===== src/source/uartPkg.sv =====
// shared UART constants and types for a fixed 8N1 format whose baud divisor is set here
`default_nettype none

package uartPkg;

	////////////////////////////////////////////////////////////////////////////
	// frame and timing
	////////////////////////////////////////////////////////////////////////////
	localparam int dataBits = 8;			// data bits per frame
	localparam int overSample = 16;			// ticks per bit
	localparam int clocksPerTick = 4;		// 64 clocks per bit
	localparam int stopTicks = 16;			// one stop bit

	// fifo geometry
	localparam int fifoDepth = 16;
	localparam int fifoAddrLen = 4;
	localparam int fifoCntLen = fifoAddrLen + 1;	// occupancy needs one extra bit

	// counter widths
	localparam int tickCntLen = $clog2(clocksPerTick);
	localparam int sampleCntLen = $clog2(overSample);
	localparam int bitCntLen = $clog2(dataBits);

	// terminal counts, sized to the counters they compare against
	localparam logic [tickCntLen-1:0] lastTickCnt = tickCntLen'(clocksPerTick - 1);
	localparam logic [sampleCntLen-1:0] midSample = sampleCntLen'(overSample / 2 - 1);
	localparam logic [sampleCntLen-1:0] lastSample = sampleCntLen'(overSample - 1);
	localparam logic [sampleCntLen-1:0] lastStopTick = sampleCntLen'(stopTicks - 1);
	localparam logic [bitCntLen-1:0] lastBit = bitCntLen'(dataBits - 1);
	localparam logic [fifoCntLen-1:0] fifoFullCnt = fifoCntLen'(fifoDepth);

	////////////////////////////////////////////////////////////////////////////
	// status byte bit positions
	////////////////////////////////////////////////////////////////////////////
	localparam int statRxEmpty = 0;
	localparam int statTxFull = 1;
	localparam int statTxBusy = 2;
	localparam int statFrameErr = 3;		// sticky, cleared by status read
	localparam int statOverrun = 4;			// sticky, cleared by status read

	// host commands, same order as the processor's UART instructions
	typedef enum logic [1:0] {
		opRead,
		opWrite,
		opStatus
	} hostOp_t;

	// serial engine phases, shared by receiver and transmitter
	typedef enum logic [1:0] {
		stIdle,
		stStart,
		stData,
		stStop
	} serState_t;

	// host handshake phases
	typedef enum logic [1:0] {
		hsWait,
		hsAck,
		hsRelease
	} hsState_t;

	typedef struct packed {
		logic [dataBits-1:0] data;
		logic frameErr;					// stop bit sampled low
	} rxEntry_t;

	typedef struct packed {
		hostOp_t op;
		logic [dataBits-1:0] wrData;
	} hostReq_t;

	typedef struct packed {
		logic [dataBits-1:0] rdData;
	} hostResp_t;

endpackage

`default_nettype wire


===== src/source/baudTickGen.sv =====
// makes the 16x oversampling tick from a divisor that is fixed in the package
`timescale 1ns/10ps
`default_nettype none

module baudTickGen (
	input  logic clk,
	input  logic reset,
	output logic sTick
);

	logic [uartPkg::tickCntLen-1:0] tickCnt;	// free running clock divider

	// count 0 .. clocksPerTick-1 and wrap
	always_ff @(posedge clk or posedge reset)
	begin
		if (reset)
		begin
			tickCnt <= '0;
		end
		else if (tickCnt == uartPkg::lastTickCnt)
		begin
			tickCnt <= '0;
		end
		else
		begin
			tickCnt <= tickCnt + 1'b1;
		end
	end

	// one clock wide, shared by rx and tx
	assign sTick = (tickCnt == uartPkg::lastTickCnt);

endmodule

`default_nettype wire


===== src/source/uartRec.sv =====
// receives 8N1 frames at 16x oversampling and flags a low stop bit but checks no parity
`timescale 1ns/10ps
`default_nettype none

module uartRec (
	input  logic clk,
	input  logic reset,
	input  logic sTick,
	input  logic rx,
	output logic rxDoneTick,
	output uartPkg::rxEntry_t rxEntry
);

	uartPkg::serState_t stateReg;
	logic [uartPkg::sampleCntLen-1:0] sReg;		// ticks within current bit
	logic [uartPkg::bitCntLen-1:0] nReg;		// data bit index
	logic [uartPkg::dataBits-1:0] bReg;			// shift register, LSB first
	logic rxMeta;
	logic rxSync;								// rx after two flops
	logic sampleData;
	logic stopEnd;

	// mid-bit of a data bit
	assign sampleData = sTick && (stateReg == uartPkg::stData) &&
		(sReg == uartPkg::lastSample);
	// end of stop window, also the stop bit sample point
	assign stopEnd = sTick && (stateReg == uartPkg::stStop) &&
		(sReg == uartPkg::lastStopTick);

	////////////////////////////////////////////////////////////////////////////
	// control
	////////////////////////////////////////////////////////////////////////////
	always_ff @(posedge clk or posedge reset)
	begin
		if (reset)
		begin
			rxMeta <= 1'b1;		// idle line level
			rxSync <= 1'b1;
			stateReg <= uartPkg::stIdle;
			sReg <= '0;
			nReg <= '0;
			rxDoneTick <= 1'b0;
		end
		else
		begin
			rxMeta <= rx;
			rxSync <= rxMeta;
			rxDoneTick <= stopEnd;	// one clock after the closing tick
			case (stateReg)
				uartPkg::stIdle:
					if (!rxSync)
					begin
						stateReg <= uartPkg::stStart;	// falling edge seen
						sReg <= '0;
					end
				uartPkg::stStart:
					if (sTick)
					begin
						if (sReg == uartPkg::midSample)
						begin
							sReg <= '0;
							nReg <= '0;
							// line back high at mid start bit means a glitch
							if (rxSync)
								stateReg <= uartPkg::stIdle;
							else
								stateReg <= uartPkg::stData;
						end
						else
							sReg <= sReg + 1'b1;
					end
				uartPkg::stData:
					if (sTick)
					begin
						if (sReg == uartPkg::lastSample)
						begin
							sReg <= '0;
							if (nReg == uartPkg::lastBit)
								stateReg <= uartPkg::stStop;
							else
								nReg <= nReg + 1'b1;
						end
						else
							sReg <= sReg + 1'b1;
					end
				default:	// stop
					if (sTick)
					begin
						if (stopEnd)
							stateReg <= uartPkg::stIdle;
						else
							sReg <= sReg + 1'b1;
					end
			endcase
		end
	end

	// payload path
	always_ff @(posedge clk)
	begin
		if (sampleData)
			bReg <= {rxSync, bReg[uartPkg::dataBits-1:1]};
		if (stopEnd)
		begin
			rxEntry.data <= bReg;
			rxEntry.frameErr <= !rxSync;	// low stop bit
		end
	end

	// a frame is reported only after its stop window and all eight data bits
	assert property (@(posedge clk) disable iff (reset)
		rxDoneTick |-> $past(stateReg == uartPkg::stStop) && (nReg == uartPkg::lastBit));

	// single cycle pulse
	assert property (@(posedge clk) disable iff (reset)
		rxDoneTick |=> !rxDoneTick);

endmodule

`default_nettype wire


===== src/source/uartTrans.sv =====
// sends 8N1 frames LSB first with frames starting on a tick and one idle tick between them
`timescale 1ns/10ps
`default_nettype none

module uartTrans (
	input  logic clk,
	input  logic reset,
	input  logic sTick,
	input  logic txEmpty,
	input  logic [uartPkg::dataBits-1:0] txData,
	output logic txTaken,
	output logic txBusy,
	output logic tx
);

	uartPkg::serState_t stateReg;
	logic [uartPkg::sampleCntLen-1:0] sReg;		// ticks within current bit
	logic [uartPkg::bitCntLen-1:0] nReg;		// data bit index
	logic [uartPkg::dataBits-1:0] shiftReg;		// bit 0 is next to go out
	logic dataBitEnd;

	// load only on a tick so every bit is a whole number of ticks
	assign txTaken = sTick && !txEmpty && (stateReg == uartPkg::stIdle);
	assign txBusy = (stateReg != uartPkg::stIdle);
	assign dataBitEnd = sTick && (stateReg == uartPkg::stData) &&
		(sReg == uartPkg::lastSample);

	////////////////////////////////////////////////////////////////////////////
	// control and line driver
	////////////////////////////////////////////////////////////////////////////
	always_ff @(posedge clk or posedge reset)
	begin
		if (reset)
		begin
			stateReg <= uartPkg::stIdle;
			sReg <= '0;
			nReg <= '0;
			tx <= 1'b1;			// idle line
		end
		else
		begin
			case (stateReg)
				uartPkg::stIdle:
					if (txTaken)
					begin
						stateReg <= uartPkg::stStart;
						sReg <= '0;
						tx <= 1'b0;		// start bit
					end
				uartPkg::stStart:
					if (sTick)
					begin
						if (sReg == uartPkg::lastSample)
						begin
							stateReg <= uartPkg::stData;
							sReg <= '0;
							nReg <= '0;
							tx <= shiftReg[0];
						end
						else
							sReg <= sReg + 1'b1;
					end
				uartPkg::stData:
					if (sTick)
					begin
						if (sReg == uartPkg::lastSample)
						begin
							sReg <= '0;
							if (nReg == uartPkg::lastBit)
							begin
								stateReg <= uartPkg::stStop;
								tx <= 1'b1;		// stop bit
							end
							else
							begin
								nReg <= nReg + 1'b1;
								tx <= shiftReg[1];	// shiftReg moves on this edge too
							end
						end
						else
							sReg <= sReg + 1'b1;
					end
				default:	// stop
					if (sTick)
					begin
						if (sReg == uartPkg::lastStopTick)
							stateReg <= uartPkg::stIdle;
						else
							sReg <= sReg + 1'b1;
					end
			endcase
		end
	end

	// payload, latched from the fifo head as it is popped
	always_ff @(posedge clk)
	begin
		if (txTaken)
			shiftReg <= txData;
		else if (dataBitEnd)
			shiftReg <= shiftReg >> 1;
	end

	// line rests high whenever no frame is in flight
	assert property (@(posedge clk) disable iff (reset)
		!txBusy |-> tx);

endmodule

`default_nettype wire


===== src/source/syncFifo.sv =====
// single clock FIFO whose push while full is dropped so the caller must watch full
`timescale 1ns/10ps
`default_nettype none

module syncFifo #(
	parameter type payload_t = logic [uartPkg::dataBits-1:0]
) (
	input  logic clk,
	input  logic reset,
	input  logic push,
	input  logic pop,
	input  payload_t pushData,
	output payload_t head,
	output logic full,
	output logic empty
);

	payload_t mem [uartPkg::fifoDepth];
	logic [uartPkg::fifoAddrLen-1:0] wrPtr;
	logic [uartPkg::fifoAddrLen-1:0] rdPtr;
	logic [uartPkg::fifoCntLen-1:0] count;		// occupancy
	logic doPush;
	logic doPop;

	assign doPush = push && !full;		// dropped when full
	assign doPop = pop && !empty;
	assign full = (count == uartPkg::fifoFullCnt);
	assign empty = (count == '0);
	assign head = mem[rdPtr];				// first-word fall-through

	////////////////////////////////////////////////////////////////////////////
	// pointers and occupancy
	////////////////////////////////////////////////////////////////////////////
	always_ff @(posedge clk or posedge reset)
	begin
		if (reset)
		begin
			wrPtr <= '0;
			rdPtr <= '0;
			count <= '0;
		end
		else
		begin
			if (doPush)
				wrPtr <= wrPtr + 1'b1;	// wraps at depth
			if (doPop)
				rdPtr <= rdPtr + 1'b1;
			case ({doPush, doPop})
				2'b10: count <= count + 1'b1;
				2'b01: count <= count - 1'b1;
				default: count <= count;	// none, or both at once
			endcase
		end
	end

	// storage
	always_ff @(posedge clk)
	begin
		if (doPush)
			mem[wrPtr] <= pushData;
	end

	// occupancy stays within depth and matches the pointer distance
	assert property (@(posedge clk) disable iff (reset)
		(count <= uartPkg::fifoFullCnt) &&
		(count[uartPkg::fifoAddrLen-1:0] == wrPtr - rdPtr));

	// consumers only pop what is there
	assert property (@(posedge clk) disable iff (reset)
		pop |-> !empty);

endmodule

`default_nettype wire


===== src/source/uartHostPort.sv =====
// four-phase req/ack command port that holds a write back while the tx FIFO is full
`timescale 1ns/10ps
`default_nettype none

module uartHostPort (
	input  logic clk,
	input  logic reset,
	input  logic req,
	input  uartPkg::hostReq_t hostReq,
	output logic ack,
	output uartPkg::hostResp_t hostResp,
	input  uartPkg::rxEntry_t rxHead,
	input  logic rxEmpty,
	input  logic rxFull,
	input  logic rxDoneTick,
	input  logic txFull,
	input  logic txBusy,
	output logic rxPop,
	output logic txPush,
	output logic [uartPkg::dataBits-1:0] txData
);

	uartPkg::hsState_t stateReg;
	logic [uartPkg::dataBits-1:0] statByte;
	logic frameErrFlag;		// sticky
	logic overrunFlag;		// sticky
	logic accept;			// command executes on this edge
	logic statRead;

	// a write stalls here until the tx fifo has room
	assign accept = req && (stateReg == uartPkg::hsWait) &&
		!((hostReq.op == uartPkg::opWrite) && txFull);
	assign rxPop = accept && (hostReq.op == uartPkg::opRead) && !rxEmpty;
	assign txPush = accept && (hostReq.op == uartPkg::opWrite);
	assign statRead = accept && (hostReq.op == uartPkg::opStatus);
	assign txData = hostReq.wrData;

	always_comb
	begin
		statByte = '0;		// unused bits read zero
		statByte[uartPkg::statRxEmpty] = rxEmpty;
		statByte[uartPkg::statTxFull] = txFull;
		statByte[uartPkg::statTxBusy] = txBusy;
		statByte[uartPkg::statFrameErr] = frameErrFlag;
		statByte[uartPkg::statOverrun] = overrunFlag;
	end

	////////////////////////////////////////////////////////////////////////////
	// handshake
	////////////////////////////////////////////////////////////////////////////
	always_ff @(posedge clk or posedge reset)
	begin
		if (reset)
		begin
			stateReg <= uartPkg::hsWait;
			ack <= 1'b0;
		end
		else
		begin
			case (stateReg)
				uartPkg::hsWait:
					if (accept)
					begin
						ack <= 1'b1;
						stateReg <= uartPkg::hsAck;
					end
				uartPkg::hsAck:
					if (!req)
					begin
						ack <= 1'b0;	// host let go
						stateReg <= uartPkg::hsRelease;
					end
				default:
					stateReg <= uartPkg::hsWait;
			endcase
		end
	end

	// sticky errors, a new event beats the clear
	always_ff @(posedge clk or posedge reset)
	begin
		if (reset)
		begin
			frameErrFlag <= 1'b0;
			overrunFlag <= 1'b0;
		end
		else
		begin
			frameErrFlag <= (frameErrFlag && !statRead) || (rxPop && rxHead.frameErr);
			overrunFlag <= (overrunFlag && !statRead) || (rxDoneTick && rxFull);
		end
	end

	// response, held while ack is high
	always_ff @(posedge clk)
	begin
		if (accept)
		begin
			case (hostReq.op)
				uartPkg::opRead: hostResp.rdData <= rxEmpty ? '0 : rxHead.data;
				uartPkg::opStatus: hostResp.rdData <= statByte;
				default: hostResp.rdData <= '0;
			endcase
		end
	end

	// host holds the command steady for the whole handshake
	assert property (@(posedge clk) disable iff (reset)
		(req || ack) && $past(req || ack) |-> $stable(hostReq));

	// no second fifo access until the host ends the handshake
	assert property (@(posedge clk) disable iff (reset)
		(rxPop || txPush) |=> (!rxPop && !txPush) until !req);

endmodule

`default_nettype wire


===== src/source/uartPeripheral.sv =====
// UART top level with fixed baud rate and 16 entry FIFOs in each direction
`timescale 1ns/10ps
`default_nettype none

module uartPeripheral (
	input  logic clk,
	input  logic reset,
	input  logic rx,
	input  logic req,
	input  uartPkg::hostReq_t hostReq,
	output logic tx,
	output logic ack,
	output uartPkg::hostResp_t hostResp
);

	logic sTick;
	// receive side
	logic rxDoneTick;
	uartPkg::rxEntry_t rxEntry;
	uartPkg::rxEntry_t rxHead;
	logic rxPop;
	logic rxEmpty;
	logic rxFull;
	// transmit side
	logic txPush;
	logic txTaken;
	logic txEmpty;
	logic txFull;
	logic txBusy;
	logic [uartPkg::dataBits-1:0] txData;
	logic [uartPkg::dataBits-1:0] txHead;

	baudTickGen u_tickGen (.clk, .reset, .sTick);

	////////////////////////////////////////////////////////////////////////////
	// serial line to host
	////////////////////////////////////////////////////////////////////////////
	uartRec u_rec (.clk, .reset, .sTick, .rx, .rxDoneTick, .rxEntry);

	syncFifo #(.payload_t(uartPkg::rxEntry_t)) u_rxFifo (
		.clk, .reset,
		.push(rxDoneTick), .pop(rxPop),		// overrun when pushed full
		.pushData(rxEntry), .head(rxHead),
		.full(rxFull), .empty(rxEmpty)
	);

	// host to serial line
	syncFifo #(.payload_t(logic [uartPkg::dataBits-1:0])) u_txFifo (
		.clk, .reset,
		.push(txPush), .pop(txTaken),
		.pushData(txData), .head(txHead),
		.full(txFull), .empty(txEmpty)
	);

	uartTrans u_trans (
		.clk, .reset, .sTick, .txEmpty,
		.txData(txHead), .txTaken, .txBusy, .tx
	);

	uartHostPort u_hostPort (
		.clk, .reset, .req, .hostReq, .ack, .hostResp,
		.rxHead, .rxEmpty, .rxFull, .rxDoneTick,
		.txFull, .txBusy, .rxPop, .txPush, .txData
	);

endmodule

`default_nettype wire


===== config.mk =====
export PLATFORM = sky130hd
export DESIGN_NAME = uartPeripheral
export DESIGN_NICKNAME = d
export VERILOG_FILES = /design/src/source/uartPkg.sv /design/src/source/baudTickGen.sv /design/src/source/uartRec.sv /design/src/source/uartTrans.sv /design/src/source/syncFifo.sv /design/src/source/uartHostPort.sv /design/src/source/uartPeripheral.sv
export SDC_FILE = /design/constraint.sdc
export NUM_CORES = 1
export LEC_CHECK = 0
export BUFFER_PORTS_ARGS = -buffer_cell sky130_fd_sc_hd__buf_4
export CORE_ASPECT_RATIO = 1.75
export CORE_MARGIN = 10
export CORE_UTILIZATION = 40
export DETAILED_ROUTE_END_ITERATION = 10
export SYNTH_ARGS = -nofsm -noshare
export SYNTH_HDL_FRONTEND = slang
export SYNTH_HIERARCHICAL = 1
export SYNTH_SLANG_ARGS = --single-unit

===== constraint.sdc =====
create_clock -name clk -period 3.6 [get_ports clk]
set_input_delay 0.36 -clock clk [delete_from_list [all_inputs] [get_ports clk]]
set_output_delay 0.36 -clock clk [all_outputs]
set_load 0.03 [all_outputs]

==> results of run 1 <==
[logic make-up (layout without fill, tap and decap cells)]
family	count (synthesis)	after routing	share of synthesized area (%)
XOR/XNOR	20	20	1.16
multiplexers	111	111	10.4
AO/OA/AOI/OAI	154	154	7.16
adder cells (fa/ha/maj)	32	32	2.74
AND/OR/NAND/NOR	177	177	5.71
flip-flops	360	360	69.6
buffers and inverters	90	159	3.29
[registers in the layout, indices dropped and copies added (netlist names), 5 cells and up]
register	flops
u_rxFifo/count	5
u_hostPort/hostResp	8
u_txFifo/mem	128
u_rxFifo/mem	144
u_txFifo/count	5
u_rec/bReg	8
u_trans/shiftReg	8
u_rec/rxEntry	9
[metal layers]
layer	up-vias	GRT usage, %	wire length (um)
met4	0	5.92	1300
met1	3945	12.4	10500
met5	-	0	0
met2	109	27.1	18600
li1	3674	-	-
met3	57	1.80	776
[cell usage in the layout (no fill, tap or decap), types with 5 or more instances in the layout]
master,synthesis,layout
clkbuf_16,0,35
a221oi_2,11,11
mux2_1,8,8
and2_1,8,8
inv_1,35,35
nor2b_1,6,6
nand3_1,7,7
xor2_1,6,6
buf_4,11,57
clkinv_2,0,7
a22o_1,6,6
dfrtp_1,52,50
mux2_2,13,13
a221oi_1,6,6
a31oi_1,6,6
xnor2_1,14,14
a21o_1,5,5
a21oi_1,32,32
edfxtp_1,305,305
nand4_1,5,5
mux2i_1,54,54
mux4_2,34,34
o21ai_0,49,49
nor3_1,13,13
nor2_1,41,41
a22oi_1,21,21
nand2_1,69,69
ha_1,30,30
and3_1,5,5
clkbuf_1,9,6
[through the flow]
stage | std cells | setup WS (ns) | utilization (%)
CTS | 1493 | 0.431 | 45.2
floorplan | 944 | 0.467 | -
finish | 1493 | 0.467 | 45.2
detailed placement | 1431 | 0.450 | 42.3
global placement | 1431 | 0.509 | 42.3
global route | 1493 | 0.191 | 45.2
[worst paths after layout]
path / to / slack, ns
worst max-delay path: u_rxFifo/count[4]$_DFFE_PP0P_ / 0.47
worst min-delay path: u_hostPort/stateReg[1]$_DFFE_PP0P_ / 0.03
worst max register to register: u_rxFifo/count[4]$_DFFE_PP0P_ / 0.47
worst min register to register: u_rec/rxSync$_DFF_PP1_ / 0.35
max in group asynchronous: u_rxFifo/rdPtr[0]$_DFFE_PP0P_ / 2.62
min in group asynchronous: u_tickGen/tickCnt[1]$_DFF_PP0_ / 0.32
[critical path, stage by stage, from the launching register on]
cell and delay, ns:
dfrtp_1 0.41, nor4_2 0.08, and2b_1 0.21, nor3_1 0.34
and2b_2 0.21, nor2b_1 0.19, ha_1 0.27, inv_1 0.11
fa_1 0.40, nor2b_1 0.12, o21ai_0 0.10, nand3_1 0.09
or3b_1 0.36, xnor2_1 0.13
[power by group through the flow]
stage                     registers, mW  clock network [mW]  logic (mW)
after CTS                          5.04                3.52        2.45
after floorplan                    5.01                   0        1.88
final                              5.04                3.43        2.39
after detailed placement           5.12                   0        2.44
after global routing               5.08                3.70        2.61
after global placement             5.12                   0        2.42
[cell type report]
class / count / area, sq um
fill: 3255 / 20600
clock inverter: 16 / 119
timing repair buffer: 62 / 508
sequential: 360 / 10500
multi-input combinational: 494 / 4110
tap: 480 / 601
inverter: 37 / 139
clock buffer: 44 / 940
==> key figures, run 1 <==
Run status
  – Status: finished, final reports clean

Routing
  – Final WL: 31100 um
  – # DRC: 0
  – Antenna violation net count after detailed routing: 0
  – Vias/cell: 5.21
  – Via count: 7785
  – First-pass DRT Iterations: 5
  – 1st-iter DRT viols: 386
  – Avg WL per Cell: approximately 21 um

STA
  – Fmax: 0.319 GHz
  – Max Slew Vio Count: 0
  – Worst Skew: 0.0180 ns
  – Final Cycle Share: 87.0%
  – Hold WS: slightly below 0.03 ns
  – Slew HR: 34.9%
  – Setup violators final: 0
  – Crit path time final: 3.13 ns
  – RSZ-0062 raised after global routing: no
  – Least-Margin Pin Slew: 0.973 ns
  – Setup TNS: 0 ns
  – Final hold vios: 0

Synth
  – Yosys warnings: 6
  – Synth top area cells: edfxtp_1 60%, dfrtp_1 8.6%, mux4_2 5.1%, mux2i_1 3.6%, ha_1 2.5%
  – Synth cell types: 67
  – Async set-reset flop share out of synthesis: between 15 and 20%
  – Count leader, synth: edfxtp_1
  – Post-synth EDFFs: 305
  – Most frequent cells after synthesis: 305 x edfxtp_1, 69 x nand2_1, 54 x mux2i_1, 52 x dfrtp_1, 49 x o21ai_0
  – Syn_nets: 990
  – Post-synthesis sequential area ratio: a little over two thirds
  – Leading area contributor after synthesis: edfxtp_1
  – Mapped Area: 0.0152 sq mm
  – Yosys top cell area share: 60.4%
  – Post-synth top flop: edfxtp_1
  – Avg Inst Size Synth: 16.1 sq um
  – Syn Inst Count: roughly 940
  – Yosys reg bits: 360

Floorplan
  – Num rows: 94
  – Ports: 24
  – Core Area: ~0.038 sq mm
  – Initial Util: 40.4%
  – Die Wd: 167 um
  – Die Area: around 0.046 sq mm
  – Die Span Y: 277 um

Place
  – Port Buf Inserts: 23
  – Cell Area, Placed: between 0.015 and 0.02 sq mm
  – GPL Wtd Cong: 0.838
  – Post-DP HPWL: 22300 um

Clock tree
  – CTS tree: done
  – CTS Hold Bufs: 2
  – CTS buffer count: 35
  – Worst-path clk slew: 0.06 ns
  – CTS Root Cell: clkbuf_16
  – Clk buf depth: 3
  – Htree depth: 2
  – Post-CTS Setup Inserts: 0
  – Worst-Skew Late Latency: between 0.5 and 0.6 ns
  – Post-CTS resize count: 0
  – Sink Count: between 300 and 400

Global routing
  – Gr ovfl total: 0
  – GRT Overall Usage: 13.3%
  – Number of global-route vias before repair: 8178
  – Pin count of the biggest net entering global routing: 37
  – First-pass GRT wire length: 48100 um
  – Initial antenna violation count: 0

Setup path
  – Worst Path Arrival: 3.54 ns
  – CP Capture Type: flip-flop
  – RR Startpoint: u_rxFifo/count[0]$_DFFE_PP0P_
  – Crit. Startpoint: u_rxFifo/count[0]$_DFFE_PP0P_
  – CP Launch Type: flip-flop
  – Critical Path RT: 4.01 ns
  – Critical path peak fanout: 5
  – R2r worst-path depth: 13
  – Critical path type: reg -> reg

Pwr
  – Int Pwr: 7.74 mW
  – Total net switching power: 3.12 mW
  – Pwr per Cell Area: around 640 mW/mm^2
  – Lkg Pwr: 6.12 nW
  – Max VDD drop: 389 uV
  – Combinational Power Share: 22.0%
  – Clk pwr share: a little under a third
  – Total Power: about 11 mW
  – Reg power frac: 46.4%
  – Switch share: 28.7%

Finish
  – Fraction of layout cells with a size suffix above 1: between 10% and 20%
  – Synthesis-to-finish area growth: 11.9%
  – Fin area: 0.0170 sq mm
  – Ant. Diodes: 0
  – # nets final: 1036

Job
  – Max cap viols: 0

Worst hold path
  – Min-Delay Startpoint: req
  – Worst min path class: in -> reg
  – Hold Crit Depth: 2
No activity file was read; power rests on OpenSTA's default activity.
==> run 2, diff against run 1 <==
- CELL_PAD_IN_SITES_DETAIL_PLACEMENT: not set -> 1
- CELL_PAD_IN_SITES_GLOBAL_PLACEMENT: not set -> 2
- PLACE_DENSITY_LB_ADDON: not set -> 0.1
==> run 2 against run 1 <==
  * First-iteration DRC count down 30%
  * Clock-buffer cell count down 3
  * Largest power group unchanged
  * Flip-flop and latch count unchanged
  * Via count up 3.3%
  * Routed wire length up 14%
  * Combinational power up 5%
  * Hold slack better by 0.010 ns
  * Clock power up 17%
  * Largest cell class unchanged
  * Global-route usage up 1.9 points
  * Power up 6.7%
  * Clock skew about the same
==> key figures, run 2 (synthesis results as in run 1) <==
Run status
  – Status: finished, final reports clean

Routing
  – Final WL: 35500 um (+14%)
  – Avg WL per Cell: 23.7 um (+14%)
  – Vias/cell: 5.37 (+3.0%)
  – First-pass DRT Iterations: 4 (-1)
  – Metal-1 WL: 11500 um (+10%)
  – # DRC: 0 (unchanged)
  – Via count: 8042 (+3.3%)
  – DR top layer: met4
  – 1st-iter DRT viols: 269 (-30%)
  – Wire length on met3: 745 um (-4.0%)
  – Metal2 WL: 21500 um (+16%)
  – Antenna violation net count after detailed routing: 0 (unchanged)

Global routing
  – GRT Overall Usage: 15.2% (+1.9 points)
  – Gr ovfl total: 0 (unchanged)
  – Pin count of the biggest net entering global routing: 52 (+41%)
  – Number of global-route vias before repair: 9042 (+11%)
  – First-pass GRT wire length: 54400 um (+13%)
  – Initial antenna violation count: 0 (unchanged)

Clock tree
  – CTS tree: done
  – Sink Count: 360 (unchanged)
  – CTS buffer count: 36 (+2.9%)
  – Htree depth: 2 (unchanged)
  – Post-CTS Setup Inserts: 0 (unchanged)
  – Worst-Skew Late Latency: 0.53 ns (about the same)
  – CTS Root Cell: clkbuf_16
  – Clk buf depth: 3 (unchanged)
  – Worst-path clk slew: 0.06 ns (about the same)

Pwr
  – Max VDD drop: 506 uV (+30%)
  – Pwr per Cell Area: 674 mW/mm^2 (+5.3%)
  – Total Power: 11.6 mW (+6.7%)
  – Lkg Pwr: 6.20 nW (+1.3%)

Floorplan
  – Core Area: 0.0375 sq mm (unchanged)
  – Die Wd: 167 um (unchanged)
  – Ports: 24 (unchanged)
  – Die Area: 0.0464 sq mm (unchanged)
  – Initial Util: 40.4% (unchanged)
  – Num rows: 94 (unchanged)
  – Die Span Y: 277 um (unchanged)

Setup path
  – Critical path peak fanout: 11 (+6)
  – CP Capture Type: flip-flop
  – Worst Path Arrival: 3.73 ns (+0.19 ns)
  – CP Launch Type: flip-flop
  – Critical Path RT: 4.01 ns (about the same)
  – Critical path type: reg -> reg

Finish
  – Commonest non-fill, non-tap cells in the layout: 305 x edfxtp_1, 69 x nand2_1, 55 x buf_4
  – Final non-filler cell total: 1497 (+0.27%)
  – Fraction of layout cells with a size suffix above 1: 19.7% (+0.61 points)
  – Util after Layout: 45.8% (+0.62 points)
  – Ant. Diodes: 0 (unchanged)
  – # nets final: 1036 (unchanged)
  – Commonest non-fill, non-tap cell in the layout: edfxtp_1
  – Synthesis-to-finish area growth: 13.5%
  – Fin area: 0.0172 sq mm (+1.4%)
  – Biggest register: u_rxFifo/mem
  – Max reg flops: 144 (unchanged)
  – Largest regs: u_rxFifo/mem x144, u_txFifo/mem x128, u_rec/rxEntry x9

STA
  – Slew HR: 19.7% (-15 points)
  – Least-Margin Pin Slew: 1.19 ns (+0.218 ns)
  – Final hold vios: 0 (unchanged)
  – Setup TNS: 0 ns (unchanged)
  – RSZ-0062 raised after global routing: no
  – Hold WS: 0.0394 ns (+0.0103 ns)
  – Setup violators final: 0 (unchanged)
  – Setup WS post-layout: 0.280 ns (-0.186 ns)
  – Worst Skew: 0.0184 ns (+0.000483 ns)
  – Fmax: 0.301 GHz (-5.6%)
  – Final Cycle Share: 92.2% (+5.2 points)
  – Crit path time final: 3.32 ns (+0.186 ns)
  – Max Slew Vio Count: 0 (unchanged)

Place
  – Post-DP HPWL: 26100 um (+17%)
  – Setup Slack @ Placement: 0.217 ns (-0.234 ns)
  – Cell Area, Placed: 0.0159 sq mm (about the same)
  – Dpl cells: 1430 (-0.070%)
  – GPL Wtd Cong: 0.808 (-3.5%)
  – Port Buf Inserts: 23 (unchanged)

Job
  – Max cap viols: 0 (unchanged)

Worst hold path
  – Worst min path class: in -> reg
run 2: repair_timing:
item / CTS / global route
resized for setup: 0 / 1
setup endpoints to repair: 0 / 1
hold endpoints to repair: 50 / 0
hold buffers: 2 / 0
run 2: final cells by class:
class                           instances  area [sq um]
Inverter                               37           139
Timing Repair Buffer                   61           513
Clock inverter                         24           325
Sequential cell                       360         10500
Clock buffer                           41           951
Tap cell                              480           601
Fill cell                            3637         20300
Multi-Input combinational cell        494          4120
run 2: worst paths after layout:
check	startpoint	to	slack, ns	cells after the start
min in group asynchronous	reset	u_tickGen/tickCnt[1]$_DFF_PP0_	0.30	3
hold / removal	req	u_hostPort/stateReg[1]$_DFFE_PP0P_	0.04	2
setup / recovery	u_txFifo/count[2]$_DFFE_PP0P_	u_txFifo/count[4]$_DFFE_PP0P_	0.28	15
max in group asynchronous	reset	u_rxFifo/rdPtr[0]$_DFFE_PP0P_	2.62	3
setup reg to reg	u_txFifo/count[2]$_DFFE_PP0P_	u_txFifo/count[4]$_DFFE_PP0P_	0.28	15
hold reg to reg	u_rec/rxMeta$_DFF_PP1_	u_rec/rxSync$_DFF_PP1_	0.36	0
run 2: report_power, final:
| part | leakage (nW) | internal, mW | total, mW | switching, mW |
|---|---|---|---|---|
| Sequential | 3.43 | 4.73 | 5.06 | 0.334 |
| Clock | 0.605 | 2.42 | 4.02 | 1.60 |
| Combinational | 2.16 | 1.11 | 2.52 | 1.40 |
| Total | 6.20 | 8.26 | 11.6 | 3.34 |
run 2: per-layer routing:
layer,vias to the layer above,GRT usage (%)
met5,-,0
met4,0,7.68
met3,62,2.02
met2,109,31.5
met1,4187,13.5
li1,3684,-
run 2: worst max-delay path, stage by stage, from the launching register on:
cell and delay, ns:
dfrtp_1 0.43, nor4_4 0.33, nand2_1 0.10, inv_1 0.12, a31oi_4 0.19, and3_1 0.24
and2_1 0.15, inv_1 0.06, ha_1 0.21, inv_1 0.10, fa_1 0.41, nor2b_1 0.13
o21ai_0 0.12, nand3_1 0.10, or3b_1 0.36, xnor2_1 0.13
==> run 3, diff against run 2 <==
- SETUP_SLACK_MARGIN: not set -> 0.4
==> run 3 against run 2 <==
  * Final cell count up 0.27%
  * Sequential share of layout area down 0.21 points
  * Largest cell class unchanged
  * Critical endpoint unchanged
  * Non-clock buffer count up 4
==> key figures, run 3 (synthesis results as in run 1) <==
Run status
  – Status: finished, final reports clean

Place
  – Cell Area, Placed: 0.0159 sq mm (unchanged)
  – Port Buf Inserts: 23 (unchanged)
  – GPL Wtd Cong: 0.808 (unchanged)
  – Post-DP HPWL: 26100 um (unchanged)

Setup path
  – Critical Path RT: 4.01 ns (about the same)
  – CP Capture Type: flip-flop
  – Critical path peak fanout: 4 (-7)
  – Reg2reg setup slack: 0.55 ns (+0.27 ns)
  – CP Cell Sequence: nor4_4 > nand2_1 > inv_2 > a31oi_4 > and3_1 > and2_1 > inv_1 > ha_2 > inv_1 > fa_2 > nor2b_1 > o21ai_2 > nand3_1 > or3b_4 > xnor2_1
  – RR Startpoint: u_txFifo/count[1]$_DFFE_PP0P_
  – CP bufs+invs: 3 (unchanged)
  – Cell mode on critical path: inv_1
  – CP peak stage delay: 0.42 ns (about the same)
  – Critical path type: reg -> reg
  – Crit. Startpoint: u_txFifo/count[1]$_DFFE_PP0P_
  – Worst Path Arrival: 3.46 ns (-0.27 ns)
  – Critical path's slowest cell: dfrtp_1
  – CP Launch Type: flip-flop
  – CP top delay family: simple AND/OR/NAND/NOR gates

Floorplan
  – Num rows: 94 (unchanged)
  – Die Span Y: 277 um (unchanged)
  – Core Area: 0.0375 sq mm (unchanged)
  – Die Wd: 167 um (unchanged)
  – Die Area: 0.0464 sq mm (unchanged)
  – Ports: 24 (unchanged)
  – Initial Util: 40.4% (unchanged)

Finish
  – Largest regs: u_rxFifo/mem x144, u_txFifo/mem x128, u_rec/rxEntry x9
  – Synthesis-to-finish area growth: 13.9%
  – Fraction of layout cells with a size suffix above 1: 20.9% (+1.2 points)
  – Max reg flops: 144 (unchanged)
  – Biggest register: u_rxFifo/mem
  – Ant. Diodes: 0 (unchanged)
  – Fin area: 0.0173 sq mm (+0.34%)
  – Commonest non-fill, non-tap cells in the layout: 305 x edfxtp_1, 69 x nand2_1, 59 x buf_4
  – # fillers: 3630 (-0.19%)
  – # nets final: 1040 (+0.39%)
  – Commonest non-fill, non-tap cell in the layout: edfxtp_1

STA
  – Fmax: 0.328 GHz (+8.9%)
  – Setup violators final: 0 (unchanged)
  – Max Slew Vio Count: 0 (unchanged)
  – RSZ-0062 raised after global routing: no
  – Final Cycle Share: 84.7% (-7.5 points)
  – Slew HR: 19.6% (-0.15 points)
  – Least-Margin Pin Slew: 1.19 ns (+0.00221 ns)
  – Setup TNS: 0 ns (unchanged)
  – Final hold vios: 0 (unchanged)
  – Worst Skew: 0.0186 ns (+0.000184 ns)
  – Crit path time final: 3.05 ns (-0.270 ns)

Routing
  – Via count: 8061 (+0.24%)
  – First-pass DRT Iterations: 4 (unchanged)
  – Antenna violation net count after detailed routing: 0 (unchanged)
  – Avg WL per Cell: 23.8 um (+0.48%)
  – # DRC: 0 (unchanged)
  – Final WL: 35800 um (+0.75%)
  – 1st-iter DRT viols: 316 (+17%)
  – Vias/cell: 5.37 (about the same)

Clock tree
  – Clk buf depth: 3 (unchanged)
  – Worst-path clk slew: 0.06 ns (about the same)
  – CTS tree: done
  – CTS Root Cell: clkbuf_16
  – Worst-Skew Late Latency: 0.53 ns (about the same)
  – Sink Count: 360 (unchanged)
  – Htree depth: 2 (unchanged)
  – CTS buffer count: 36 (unchanged)

Pwr
  – Pwr per Cell Area: 675 mW/mm^2 (about the same)
  – Max VDD drop: 505 uV (-0.16%)
  – Lkg Pwr: 6.22 nW (+0.32%)

Global routing
  – Pin count of the biggest net entering global routing: 52 (unchanged)
  – GRT Overall Usage: 15.2% (about the same)
  – Gr ovfl total: 0 (unchanged)
  – Initial antenna violation count: 0 (unchanged)
  – Number of global-route vias before repair: 9052 (+0.11%)
  – First-pass GRT wire length: 54400 um (+0.10%)

Job
  – Max cap viols: 0 (unchanged)

Worst hold path
  – Min-Delay Startpoint: req
  – Worst min path class: in -> reg
run 3: cell count changes in the layout (fill, tap and decap cells not counted), moves of 2 or more:
cell	previous run	this run
buf_4	55	59
ha_1	30	28
ha_2	0	2
o21ai_0	49	47
run 3: report_power, final:
part	leakage, nW	switching (mW)	internal [mW]	total, mW
clock	0.605	1.60	2.42	4.02
sequential	3.43	0.334	4.72	5.06
combinational	2.18	1.43	1.14	2.56
total	6.22	3.36	8.29	11.6
run 3: through the flow:
step | util, % | hold WS (ns) | power (mW) | cells | worst slack (ns)
after global routing | 46.0 | 0.0327 | 12.2 | 1501 | 0.322
after CTS | 45.9 | 0.0163 | 11.8 | 1498 | 0.403
after global placement | 42.3 | 0.299 | 7.58 | 1430 | 0.361
after detailed placement | 42.3 | 0.295 | 7.70 | 1430 | 0.217
after floorplan | - | 0.101 | 6.90 | 944 | 0.467
final | 46.0 | 0.0405 | 11.6 | 1501 | 0.550
run 3: routing by layer:
metal / vias up / global-route usage (%) / part of all wire [%]
met5: - / 0 / 0
met4: 0 / 7.68 / 4.9
met3: 64 / 2.02 / 2.0
met2: 104 / 31.5 / 61
met1: 4206 / 13.5 / 32
li1: 3687 / - / -
run 3: cell type report:
| cell class | count | area (sq um) | share of cell area, % |
|---|---|---|---|
| clock inverter | 24 | 325 | 1.89 |
| timing repair buffer | 65 | 543 | 3.15 |
| inverter | 37 | 139 | 0.805 |
| clock buffer | 41 | 951 | 5.51 |
| multi-input combinational | 494 | 4150 | 24.1 |
| tap | 480 | 601 | 3.48 |
| sequential | 360 | 10500 | 61.1 |
run 3: path summary, 6_finish.rpt:
kind                                                 endpoint  cells after the start
max                             u_txFifo/count[4]$_DFFE_PP0P_                     15
min                        u_hostPort/stateReg[1]$_DFFE_PP0P_                      2
max reg2reg                     u_txFifo/count[4]$_DFFE_PP0P_                     15
min reg2reg                            u_rec/rxSync$_DFF_PP1_                      0
max in group asynchronous       u_rxFifo/rdPtr[0]$_DFFE_PP0P_                      3
min in group asynchronous      u_tickGen/tickCnt[1]$_DFF_PP0_                      3
run 3: what timing repair did:
action	4_1_cts	5_1_grt
buffers inserted	1	3
resized for setup	3	10
pin swaps	1	3
hold buffers	2	0
gates cloned	0	0
endpoints found under the hold margin	50	0
setup endpoints to repair	2	2
